--- src/bus_pkg.sv ---
package bus_pkg;

  // AXI4-Lite widths
  localparam int AXIL_ADDR_W = 6;
  localparam int AXIL_DATA_W = 32;

  // Word buffer size in characters
  localparam int BUF_DEPTH = 16;

  // Buffer index, one per 32-bit word
  typedef logic [3:0] ptr_t;

  // Response code
  typedef logic [1:0] resp_t;
  localparam resp_t RESP_OKAY = 2'b00;

endpackage

--- src/keypad_pkg.sv ---
package keypad_pkg;

  // {one-hot row, one-hot active column}, bit 3 of each nibble is row/col 0
  typedef logic [7:0] key_code_t;

  // Multi-tap position, IDLE means no letter being built
  typedef enum logic [2:0] {
    IDLE = 3'd0,
    TAP0 = 3'd1,
    TAP1 = 3'd2,
    TAP2 = 3'd3,
    TAP3 = 3'd4
  } tap_state_t;

  // Clocks per column step, small for short sims
  localparam logic [5:0] SCAN_DIV = 6'd8;

  // Action keys
  localparam key_code_t submit_letter_key = 8'b0001_1000; // R3 C0
  localparam key_code_t clear_key         = 8'b0001_0100; // R3 C1
  localparam key_code_t submit_word_key   = 8'b0001_0010; // R3 C2
  localparam key_code_t game_end_key      = 8'b0010_0001; // R2 C3

  // Four-letter keys
  localparam key_code_t key_7 = 8'b0010_1000; // R2 C0, PQRS
  localparam key_code_t key_9 = 8'b0010_0010; // R2 C2, WXYZ

  // First letter of each letter key, zero for anything else
  function automatic logic [7:0] letter_base(input key_code_t k);
    case (k)
      8'b1000_0100: letter_base = "A"; // key 2
      8'b1000_0010: letter_base = "D"; // key 3
      8'b0100_1000: letter_base = "G"; // key 4
      8'b0100_0100: letter_base = "J"; // key 5
      8'b0100_0010: letter_base = "M"; // key 6
      key_7:        letter_base = "P";
      8'b0010_0100: letter_base = "T"; // key 8
      key_9:        letter_base = "W";
      default:      letter_base = 8'd0; // 1, A, B, C, D, *, 0, #
    endcase
  endfunction

  function automatic logic four_letter(input key_code_t k);
    four_letter = (k == key_7) || (k == key_9);
  endfunction

endpackage

--- src/axil_if.sv ---
`timescale 1ns/100ps

interface axil_if;
  import bus_pkg::*;

  logic [AXIL_ADDR_W-1:0] awaddr; // Write address
  logic                   awvalid;
  logic                   awready;
  logic [AXIL_DATA_W-1:0] wdata; // Write data, lane 0 only used
  logic                   wvalid;
  logic                   wready;
  resp_t                  bresp; // Write response
  logic                   bvalid;
  logic                   bready;
  logic [AXIL_ADDR_W-1:0] araddr; // Read address
  logic                   arvalid;
  logic                   arready;
  logic [AXIL_DATA_W-1:0] rdata; // Read data
  resp_t                  rresp;
  logic                   rvalid;
  logic                   rready;

  modport master (
    output awaddr, awvalid, wdata, wvalid, bready, araddr, arvalid, rready,
    input  awready, wready, bresp, bvalid, arready, rdata, rresp, rvalid
  );

  modport slave (
    input  awaddr, awvalid, wdata, wvalid, bready, araddr, arvalid, rready,
    output awready, wready, bresp, bvalid, arready, rdata, rresp, rvalid
  );

endinterface

--- src/buffer_arbiter.sv ---
`timescale 1ns/100ps

module buffer_arbiter (
  input  logic   clk,
  input  logic   nRst,
  axil_if.slave  m0,
  axil_if.slave  m1,
  axil_if.master s
);

  logic gnt0, gnt1;
  logic last1; // Master 1 had the last grant
  logic busy;
  logic req0, req1;
  logic done; // Response handshake ends the transaction

  assign req0 = m0.awvalid | m0.arvalid;
  assign req1 = m1.awvalid | m1.arvalid;
  assign busy = gnt0 | gnt1;
  assign done = (s.bvalid & s.bready) | (s.rvalid & s.rready);

  always_ff @(posedge clk, negedge nRst) begin
    if (!nRst) begin
      gnt0  <= 1'b0;
      gnt1  <= 1'b0;
      last1 <= 1'b0;
    end else if (busy) begin
      if (done) begin
        gnt0 <= 1'b0;
        gnt1 <= 1'b0;
      end
    end else if (req0 && (!req1 || last1)) begin
      gnt0  <= 1'b1;
      last1 <= 1'b0;
    end else if (req1) begin
      gnt1  <= 1'b1;
      last1 <= 1'b1;
    end
  end

  // Request side, granted master only
  assign s.awaddr  = gnt1 ? m1.awaddr : m0.awaddr;
  assign s.awvalid = (gnt0 & m0.awvalid) | (gnt1 & m1.awvalid);
  assign s.wdata   = gnt1 ? m1.wdata : m0.wdata;
  assign s.wvalid  = (gnt0 & m0.wvalid) | (gnt1 & m1.wvalid);
  assign s.bready  = (gnt0 & m0.bready) | (gnt1 & m1.bready);
  assign s.araddr  = gnt1 ? m1.araddr : m0.araddr;
  assign s.arvalid = (gnt0 & m0.arvalid) | (gnt1 & m1.arvalid);
  assign s.rready  = (gnt0 & m0.rready) | (gnt1 & m1.rready);

  // Response side, payload shared, handshakes gated
  assign m0.awready = gnt0 & s.awready;
  assign m0.wready  = gnt0 & s.wready;
  assign m0.bresp   = s.bresp;
  assign m0.bvalid  = gnt0 & s.bvalid;
  assign m0.arready = gnt0 & s.arready;
  assign m0.rdata   = s.rdata;
  assign m0.rresp   = s.rresp;
  assign m0.rvalid  = gnt0 & s.rvalid;
  assign m1.awready = gnt1 & s.awready;
  assign m1.wready  = gnt1 & s.wready;
  assign m1.bresp   = s.bresp;
  assign m1.bvalid  = gnt1 & s.bvalid;
  assign m1.arready = gnt1 & s.arready;
  assign m1.rdata   = s.rdata;
  assign m1.rresp   = s.rresp;
  assign m1.rvalid  = gnt1 & s.rvalid;

  a_one_grant: assert property (@(posedge clk) disable iff (!nRst)
    !(gnt0 && gnt1))
    else $error("Both masters granted");

endmodule

--- src/keypad_entry_top.sv ---
`timescale 1ns/100ps

module keypad_entry_top (
  input  logic                            clk,
  input  logic                            nRst,
  input  logic [3:0]                      row,
  output logic [3:0]                      scan_col,
  output logic [7:0]                      cur_char,
  output logic                            word_done,
  output logic                            game_end,
  // Host AXI4-Lite
  input  logic [bus_pkg::AXIL_ADDR_W-1:0] awaddr,
  input  logic                            awvalid,
  output logic                            awready,
  input  logic [bus_pkg::AXIL_DATA_W-1:0] wdata,
  input  logic                            wvalid,
  output logic                            wready,
  output bus_pkg::resp_t                  bresp,
  output logic                            bvalid,
  input  logic                            bready,
  input  logic [bus_pkg::AXIL_ADDR_W-1:0] araddr,
  input  logic                            arvalid,
  output logic                            arready,
  output logic [bus_pkg::AXIL_DATA_W-1:0] rdata,
  output bus_pkg::resp_t                  rresp,
  output logic                            rvalid,
  input  logic                            rready
);
  import keypad_pkg::*;

  key_code_t key;
  logic      strobe;

  axil_if host_bus ();
  axil_if dec_bus ();
  axil_if mem_bus ();

  // Host pins onto host_bus
  assign host_bus.awaddr  = awaddr;
  assign host_bus.awvalid = awvalid;
  assign awready          = host_bus.awready;
  assign host_bus.wdata   = wdata;
  assign host_bus.wvalid  = wvalid;
  assign wready           = host_bus.wready;
  assign bresp            = host_bus.bresp;
  assign bvalid           = host_bus.bvalid;
  assign host_bus.bready  = bready;
  assign host_bus.araddr  = araddr;
  assign host_bus.arvalid = arvalid;
  assign arready          = host_bus.arready;
  assign rdata            = host_bus.rdata;
  assign rresp            = host_bus.rresp;
  assign rvalid           = host_bus.rvalid;
  assign host_bus.rready  = rready;

  keypad_scanner i_scanner (.clk(clk), .nRst(nRst), .row(row), .scan_col(scan_col),
                            .key(key), .strobe(strobe));

  multitap_decoder i_decoder (.clk(clk), .nRst(nRst), .key(key), .strobe(strobe),
                              .cur_char(cur_char), .word_done(word_done),
                              .game_end(game_end), .bus(dec_bus.master));

  // Decoder is m0, host is m1
  buffer_arbiter i_arbiter (.clk(clk), .nRst(nRst), .m0(dec_bus.slave),
                            .m1(host_bus.slave), .s(mem_bus.master));

  word_buffer i_buffer (.clk(clk), .nRst(nRst), .bus(mem_bus.slave));

endmodule

--- src/keypad_scanner.sv ---
`timescale 1ns/100ps

module keypad_scanner (
  input  logic                  clk,
  input  logic                  nRst,
  input  logic [3:0]            row,
  output logic [3:0]            scan_col,
  output keypad_pkg::key_code_t key,
  output logic                  strobe
);
  import keypad_pkg::*;

  logic [5:0] tick_cnt;
  logic       tick;
  logic [3:0] row_q0, row_q1, row_q1_d; // Sync stages plus edge reg

  assign tick = (tick_cnt == SCAN_DIV - 6'd1);

  // Scan tick
  always_ff @(posedge clk, negedge nRst) begin
    if (!nRst)
      tick_cnt <= '0;
    else if (tick)
      tick_cnt <= '0;
    else
      tick_cnt <= tick_cnt + 6'd1;
  end

  // Row synchroniser and column ring
  always_ff @(posedge clk, negedge nRst) begin
    if (!nRst) begin
      row_q0   <= '0;
      row_q1   <= '0;
      row_q1_d <= '0;
      scan_col <= 4'b1111; // No column driven yet
    end else begin
      row_q0   <= row;
      row_q1   <= row_q0;
      row_q1_d <= row_q1;
      // Hold column while a key is down
      if (tick && !(|row)) begin
        case (scan_col)
          4'b0111: scan_col <= 4'b1011;
          4'b1011: scan_col <= 4'b1101;
          4'b1101: scan_col <= 4'b1110;
          default: scan_col <= 4'b0111; // From 1110 or reset
        endcase
      end
    end
  end

  // Rising edge on any synced row
  assign strobe = |(row_q1 & ~row_q1_d);

  // Row plus active column, zero when either is empty
  assign key = (|row_q1 && |(~scan_col)) ? {row_q1, ~scan_col} : 8'd0;

  a_one_col: assert property (@(posedge clk) disable iff (!nRst)
    $countones(~scan_col) <= 1)
    else $error("scan_col drives more than one column: %h", scan_col);

endmodule

--- src/multitap_decoder.sv ---
`timescale 1ns/100ps

module multitap_decoder (
  input  logic                  clk,
  input  logic                  nRst,
  input  keypad_pkg::key_code_t key,
  input  logic                  strobe,
  output logic [7:0]            cur_char,
  output logic                  word_done,
  output logic                  game_end,
  axil_if.master                bus
);
  import keypad_pkg::*;
  import bus_pkg::*;

  tap_state_t             state, next_state;
  key_code_t              prev_key; // Last letter key taken
  ptr_t                   wr_ptr; // Next free buffer slot
  logic [7:0]             next_char;
  logic                   aw_pend, w_pend, b_wait;
  logic                   write_busy;
  logic                   press, letter, commit;
  logic [AXIL_ADDR_W-1:0] aw_addr; // Captured slot address

  assign write_busy = aw_pend | w_pend | b_wait;
  assign press      = strobe & ~write_busy & (key != 8'd0); // Drop strobes mid-write
  assign letter     = (letter_base(key) != 8'd0);
  assign commit     = press & (key == submit_letter_key) & (state != IDLE);

  // Tap step for a letter key
  always_comb begin
    next_state = TAP0; // New key or first press
    if (state != IDLE && key == prev_key) begin
      case (state)
        TAP0:    next_state = TAP1;
        TAP1:    next_state = TAP2;
        TAP2:    next_state = four_letter(key) ? TAP3 : TAP0;
        default: next_state = TAP0; // Wrap after TAP3
      endcase
    end
    next_char = letter_base(key) + 8'(next_state) - 8'd1; // Base plus tap index
  end

  always_ff @(posedge clk, negedge nRst) begin
    if (!nRst) begin
      state     <= IDLE;
      prev_key  <= '0;
      cur_char  <= '0;
      wr_ptr    <= '0;
      word_done <= 1'b0;
      game_end  <= 1'b0;
      aw_pend   <= 1'b0;
      w_pend    <= 1'b0;
      b_wait    <= 1'b0;
    end else begin
      word_done <= 1'b0;
      // Write channel progress
      if (aw_pend && bus.awready)
        aw_pend <= 1'b0;
      if (w_pend && bus.wready)
        w_pend <= 1'b0;
      if (bus.bvalid && bus.bready)
        b_wait <= 1'b0;

      if (press) begin
        if (letter) begin
          state    <= next_state;
          prev_key <= key;
          cur_char <= next_char;
        end else if (commit) begin
          aw_pend <= 1'b1; // AW and W together
          w_pend  <= 1'b1;
          b_wait  <= 1'b1;
          wr_ptr  <= wr_ptr + 4'd1;
          state   <= IDLE;
        end else if (key == clear_key || key == submit_word_key) begin
          state    <= IDLE;
          cur_char <= '0;
          if (key == submit_word_key) begin
            wr_ptr    <= '0; // Next word from slot 0
            word_done <= 1'b1;
          end
        end else if (key == game_end_key) begin
          game_end <= 1'b1; // Sticky
        end
        // Keys 1, A, B, D fall through
      end
    end
  end

  // Slot address held for the write
  always_ff @(posedge clk) begin
    if (commit)
      aw_addr <= {wr_ptr, 2'b00};
  end

  assign bus.awaddr  = aw_addr;
  assign bus.awvalid = aw_pend;
  assign bus.wdata   = {{(AXIL_DATA_W-8){1'b0}}, cur_char}; // Stable while pending
  assign bus.wvalid  = w_pend;
  assign bus.bready  = b_wait;

  // Never reads
  assign bus.araddr  = '0;
  assign bus.arvalid = 1'b0;
  assign bus.rready  = 1'b0;

  a_aw_stable: assert property (@(posedge clk) disable iff (!nRst)
    bus.awvalid && !bus.awready |=> bus.awvalid && $stable(bus.awaddr))
    else $error("awvalid dropped or awaddr moved before awready");

endmodule

--- src/word_buffer.sv ---
`timescale 1ns/100ps

module word_buffer (
  input  logic  clk,
  input  logic  nRst,
  axil_if.slave bus
);
  import bus_pkg::*;

  logic [7:0] mem [BUF_DEPTH]; // One character per word
  logic       wr_go, rd_go;

  // Take AW and W in the same cycle, one response at a time
  assign bus.awready = bus.awvalid & bus.wvalid & ~bus.bvalid;
  assign bus.wready  = bus.awvalid & bus.wvalid & ~bus.bvalid;
  assign bus.arready = ~bus.rvalid;
  assign bus.bresp   = RESP_OKAY;
  assign bus.rresp   = RESP_OKAY;

  assign wr_go = bus.awvalid & bus.awready;
  assign rd_go = bus.arvalid & bus.arready;

  // Response flags
  always_ff @(posedge clk, negedge nRst) begin
    if (!nRst) begin
      bus.bvalid <= 1'b0;
      bus.rvalid <= 1'b0;
    end else begin
      if (wr_go)
        bus.bvalid <= 1'b1;
      else if (bus.bready)
        bus.bvalid <= 1'b0;
      if (rd_go)
        bus.rvalid <= 1'b1;
      else if (bus.rready)
        bus.rvalid <= 1'b0;
    end
  end

  // Storage and read data, lane 0 only
  always_ff @(posedge clk) begin
    if (wr_go)
      mem[bus.awaddr[5:2]] <= bus.wdata[7:0];
    if (rd_go)
      bus.rdata <= {{(AXIL_DATA_W-8){1'b0}}, mem[bus.araddr[5:2]]}; // Zero-extend
  end

endmodule

--- config.mk ---
export PLATFORM = sky130hd
export DESIGN_NAME = keypad_entry_top
export DESIGN_NICKNAME = d
export VERILOG_FILES = /design/src/bus_pkg.sv /design/src/keypad_pkg.sv /design/src/axil_if.sv /design/src/buffer_arbiter.sv /design/src/keypad_entry_top.sv /design/src/keypad_scanner.sv /design/src/multitap_decoder.sv /design/src/word_buffer.sv
export SDC_FILE = /design/constraint.sdc
export NUM_CORES = 1
export LEC_CHECK = 0
export BUFFER_PORTS_ARGS = -buffer_cell sky130_fd_sc_hd__buf_2
export CAP_MARGIN = 20
export CORE_ASPECT_RATIO = 1.1
export CORE_MARGIN = 3
export CORE_UTILIZATION = 35
export DETAILED_ROUTE_END_ITERATION = 6
export PLACE_DENSITY = 0.62
export SLEW_MARGIN = 15
export SYNTH_ARGS = -nofsm -noshare
export SYNTH_HDL_FRONTEND = slang
export SYNTH_SLANG_ARGS = --single-unit
--- constraint.sdc ---
create_clock -name clk -period 8.95 [get_ports clk]
set_clock_uncertainty 0.15 [all_clocks]
set_input_delay 1.79 -clock clk [delete_from_list [all_inputs] [get_ports clk]]
set_output_delay 1.79 -clock clk [all_outputs]
set_load 0.005 [all_outputs]
==> impl_metrics.yaml, run 1 <==
min_path:
  hold_path.class: "register to register"
  hp-start: "i_scanner.row_q0[2]"
logic_synthesis:
  synth.ff_latch_count: 195
  ys.flop_type: "edfxtp_1"
  async_reset_ff_frac: 0.2821
  synth_area_um2: 8894
  synth_area_leaders: "edfxtp_1, dfrtp_1, mux2_2"
  synth_commonest_cells: "edfxtp_1, dfrtp_1, a21oi_1, nand2_1, nor2_1"
  synth_top_area_cell: "edfxtp_1"
  yosysSeqAreaShare: 0.6280
  synth.avg_cell_area_um2: 13.12
  synth_edf_count: 140
  synth_top_area_share: 0.4727
  synthCells: 678
  yosys_warnings: 0
  yosysUniqueCellTypes: 66
  yosysMostFrequentCell: "edfxtp_1"
critical_path:
  r2r_setup_slack_ns: 5.10
  end_kind: "output port"
  reg2reg_from: "i_scanner.row_q1[3]"
  arrival_ns: 2.97
  path_class: "input port to output port"
  cp_data_required_time_ns: 7.01
  critPathLaunch: "wvalid"
  crit_fanout: 7
  crit_path_start_kind: "input port"
route:
  drtIter0Drc: 390
  postRouteAntennaNets: 0
  firstDrtPassIters: 5
  wl_per_cell_um: 18.22
  drt-total-wl_mm: 18.89
  vias: 5426
  avgViaCountPerCell: 5.232
  drc_errors: 0
timing:
  hold_slack_ns: 0.2041
  hold_viol_final: 0
  min_period_over_period: 0.5488
  fin_setup_tns_ns: 0
  max_slew_margin: 0.3726
  slew_violations: 0
  period_minus_slack_ns: 4.912
  fmax_mhz: 203.6
  setup_viol: 0
  rsz0062_at_grt: "no"
  worst_pin_slew_ns: 0.9389
floorplanning:
  die_w_um: 158.0
  core_area_um2: 24700
  die-area_um2: 27360
  pin_count: 110
  fp-row-count: 60
  start_util: 0.3601
  die_h_um: 173.2
global_route:
  grt_use_total: 0.1405
  antenna_found_initial: 3
  grt_pass1_wl_mm: 29.55
  grt_max_degree: 56
  first_global_vias: 5368
  grt-ovfl-total: 0
clocking:
  h-tree-depth: 4
  root_buffer: "clkbuf_16"
  cts_hold_buffers: 0
  cts_buffers: 17
  clk_pin_slew_ns: 0.07
  clk_latency_ns: 0.44
  cts_buffer_depth: 2
  clock-sinks: 195
  cts_tree: "done"
  ctsResizeCount: 0
  cts_setup_buffers: 0
placement:
  port_buffers: 53
  place.gp.congestion: 0.7626
  dp_hpwl_mm: 12.33
final_layout:
  nNetsFinal: 780
  nFillCells: 2283
  multi_input_area_um2: 2910
  ff_latch_area_um2: 5587
  final_core_util: 0.3999
  drive_gt1_frac: 0.1939
  area_growth_pct: 11.06
  diodes: 0
run:
  cap_viol_max_count: 0
power_and_ir_drop:
  ir_drop_uv: 140.8
  p_total_mw: 2.413
  p_leak_nw: 3.772
  p_per_area_nw_per_um2: 244.4
run_status:
  status: "finished clean"
## through the flow
stage	setup slack (ns)	instances	area, µm²
after floorplan	4.398	705	8995
after detailed placement	4.061	1003	9248
final	4.038	1037	9877
after CTS	4.054	1035	9862
after global routing	3.914	1037	9877
after global placement	4.058	1003	9248
## sequential cells by signal, summed over array words and instances (netlist names), 6 cells and up
register / flops
i_buffer.mem: 128
i_decoder.prev_key: 8
i_buffer.bus.rdata: 8
i_scanner.tick_cnt: 6
i_decoder.cur_char: 8
## power by group
part | internal [mW] | leakage, nW | switching (mW) | total (mW)
clock network | 0.427 | 0.298 | 0.364 | 0.791
registers | 1.09 | 1.96 | 0.0620 | 1.15
logic | 0.171 | 1.51 | 0.303 | 0.474
## per-layer routing
layer  track usage  wire length, µm  vias up
met4       0.04805              532        4
li1              -                -     2571
met3       0.04030             1016       35
met5             0               23        -
met1        0.1779             8072     2666
met2        0.2302             9248      150
## critical path, cell delays in order
cell,delay [ns]
buf_2,0.09
a22oi_1,0.07
nor3_1,0.64
and2_1,0.26
buf_2,0.12
## layout by cell type, fill, tap and decap left out, types with 10 or more instances in the layout
master	synthesis	final
dfrtp_1	51	50
o21ai_0	19	19
a22o_1	11	11
mux2_2	32	32
clkbuf_16	0	17
a22oi_1	12	12
ha_1	10	10
conb_1	1	28
edfxtp_1	140	140
inv_1	19	19
buf_2	6	53
nor2_1	37	37
a32o_1	10	10
mux2i_1	16	16
a21oi_1	44	44
nand2_1	38	38
nand3_1	16	16
o21ai_1	19	19
## final cells by class
cell class | count | area share
Sequential cell | 195 | 0.5656
Multi-Input combinational cell | 422 | 0.2947
Clock buffer | 17 | 0.04307
Tap cell | 310 | 0.03927
Timing Repair Buffer | 58 | 0.03066
Clock inverter | 15 | 0.01913
Inverter | 20 | 0.007601
## final timing paths
path                                          to  cells after the start
setup / recovery                         awready                      5
hold / removal               i_scanner.row_q1[2]                      0
setup reg to reg           i_decoder.cur_char[5]                     12
hold reg to reg              i_scanner.row_q1[2]                      0
max in group asynchronous         i_arbiter.gnt1                      2
min in group asynchronous  i_scanner.tick_cnt[4]                      2
## logic make-up after synthesis
logic type | count (synthesis) | synth area share
flip-flops | 195 | 0.6280
other | 1 | 0.0004217
buffers and inverters | 88 | 0.05613
adder cells (fa/ha/maj) | 11 | 0.01632
multiplexers | 57 | 0.06992
XOR/XNOR | 16 | 0.01576
AO/OA/AOI/OAI | 160 | 0.1235
AND/OR/NAND/NOR | 150 | 0.08990
No activity file was read; power rests on OpenSTA's default activity.
==> run 2: changes to the inputs <==
PLACE_DENSITY = 0.64   (was 0.62)
clock period = 3.95 ns   (was 8.95 ns; I/O delays follow)
==> run 2 against run 1 <==
- final cell count grew 1.5%
- critical path depth grew 7
- design area up 1.4%
- routed wire length about the same
- sequential share of layout area is 0.77 points lower
- utilization rose by 0.56 points
- highest routed layer unchanged
- non-clock buffer count is 16 higher
- combinational power rose by 130%
- power increased by 130%
- clock-buffer cell count is the same
- critical path type is now register to register
- setup slack lost 3.7 ns
- largest cell class unchanged
==> impl_metrics.yaml, run 2 (synthesis results as in run 1) <==
timing:
  hold_viol_final: 0
  slew_violations: 0
  period_minus_slack_ns: 3.661
  fin_setup_tns_ns: 0
  worst_pin_slew_ns: 0.8153
  fmax_mhz: 273.1
  setup_viol: 0
  hold_slack_ns: 0.08857
  rsz0062_at_grt: "no"
  max_slew_margin: 0.4523
  min_period_over_period: 0.9268
power_and_ir_drop:
  p_leak_nw: 3.853
  ir_drop_uv: 302.8
  p_per_area_nw_per_um2: 547.1
  p_total_mw: 5.479
floorplanning:
  die_h_um: 173.2
  pin_count: 110
  fp-row-count: 60
  start_util: 0.3601
  die-area_um2: 27360
  core_area_um2: 24700
  die_w_um: 158.0
final_layout:
  diodes: 0
  drive_gt1_frac: 0.2113
  fin_area_um2: 10020
  layout_common_cells: "edfxtp_1, buf_2, dfrtp_1"
  fin_cells: 1053
  largest_reg_flops: 128
  nNetsFinal: 796
  mostFrequentLayoutCell: "edfxtp_1"
  area_growth_pct: 12.62
critical_path:
  r2r_end: "i_decoder.cur_char[5]"
  crit_buf_inv: 1
  crit_path_start_kind: "register"
  cp_cell_sequence: "nor4_4, nor3_2, o32ai_2, nand4_2, or4_4, ha_1, inv_1, fa_1, a21o_1, a21oi_1, xor2_1, o21ai_1"
  cp_data_required_time_ns: 4.10
  r2r_cells: 12
  cpPeakStageDelay_ns: 0.58
  slowest_stage: "or4_4"
  r2r_setup_slack_ns: 0.29
  reg2reg_from: "i_scanner.row_q1[1]"
  end_kind: "register"
  arrival_ns: 3.82
  crit_family: "simple AND/OR/NAND/NOR gates"
  crit_fanout: 11
  path_class: "register to register"
global_route:
  grt_max_degree: 47
  first_global_vias: 5257
  grt_pass1_wl_mm: 29.30
  grt-ovfl-total: 0
  grt_use_total: 0.1402
  antenna_found_initial: 2
route:
  drt-total-wl_mm: 18.88
  wl_per_cell_um: 17.93
  vias: 5387
  avgViaCountPerCell: 5.116
  drc_errors: 0
  firstDrtPassIters: 4
  drtIter0Drc: 332
  postRouteAntennaNets: 0
run_status:
  status: "finished clean"
placement:
  placed_cells: 1018
  place.gp.congestion: 0.7870
  dp_hpwl_mm: 12.59
  port_buffers: 53
  placed_area_um2: 9360
clocking:
  cts_buffer_depth: 2
  clk_pin_slew_ns: 0.07
  cts_buffers: 17
  root_buffer: "clkbuf_16"
  clk_latency_ns: 0.43
  h-tree-depth: 4
  cts_tree: "done"
  clock-sinks: 195
run:
  cap_viol_max_count: 0
min_path:
  hold_path.class: "input port to asynchronous set/reset pin"
run 2: cell count changes in the layout (fill, tap and decap cells not counted):
cell	previous run	this run
buf_12	0	1
dfrtp_1	50	49
buf_4	5	20
clkinv_1	0	1
clkinv_8	1	2
inv_8	4	2
dfrtp_2	1	2
clkinv_4	0	1
inv_6	3	4
clkinv_2	2	0
run 2: how the worst max path moves through the flow:
stage,start,slack [ns],to,cells after the start
detailed placement,i_scanner.row_q1[3],0.27,i_decoder.cur_char[5],12
CTS,i_scanner.row_q1[1],0.23,i_decoder.cur_char[5],12
global placement,i_scanner.row_q1[3],0.27,i_decoder.cur_char[5],12
global route,i_scanner.row_q1[1],0.01,i_decoder.cur_char[5],12
finish,i_scanner.row_q1[1],0.29,i_decoder.cur_char[5],12
floorplan,i_scanner.scan_col[0],0.46,i_decoder.cur_char[5],13
run 2: layer usage:
layer	share of wire	GRT usage
met1	0.43	0.1815
met2	0.51	0.2357
met3	0.049	0.03579
met4	0.011	0.03370
met5	0.00069	0
run 2: cell type report:
type	instances	area (µm²)
sequential	195	5588
fill	2298	14680
clock inverter	15	193.9
multi-input combinational	422	2910
timing repair buffer	74	435.4
inverter	20	75.07
tap	310	387.9
clock buffer	17	425.4
run 2: report_power, final:
group | leakage (nW) | internal [mW] | switching [mW]
logic | 1.60 | 0.401 | 0.712
registers | 1.96 | 2.46 | 0.123
clock network | 0.295 | 0.968 | 0.814
run 2: worst reg2reg max path, delay by kind of cell, from the launching register on:
family          cells  cell delay (ns)
xor+xnor            1             0.16
compound gates      4             0.65
simple gates        4             1.30
fa+ha+maj           2             0.75
flops               1             0.49
buf+inv             1             0.06
run 2: repair_timing:
action                                  CTS  global route
hold buffers                              0             0
setup buffers                             0             1
resized for setup                         0             1
endpoints found under the setup margin    0             1
run 2: metrics by stage:
stage                     setup slack [ns]    util
after floorplan                     0.4553       -
after global placement              0.2670  0.3790
after detailed placement            0.2667  0.3790
after CTS                           0.2272  0.4041
after global routing               0.01043  0.4055
final                               0.2890  0.4055
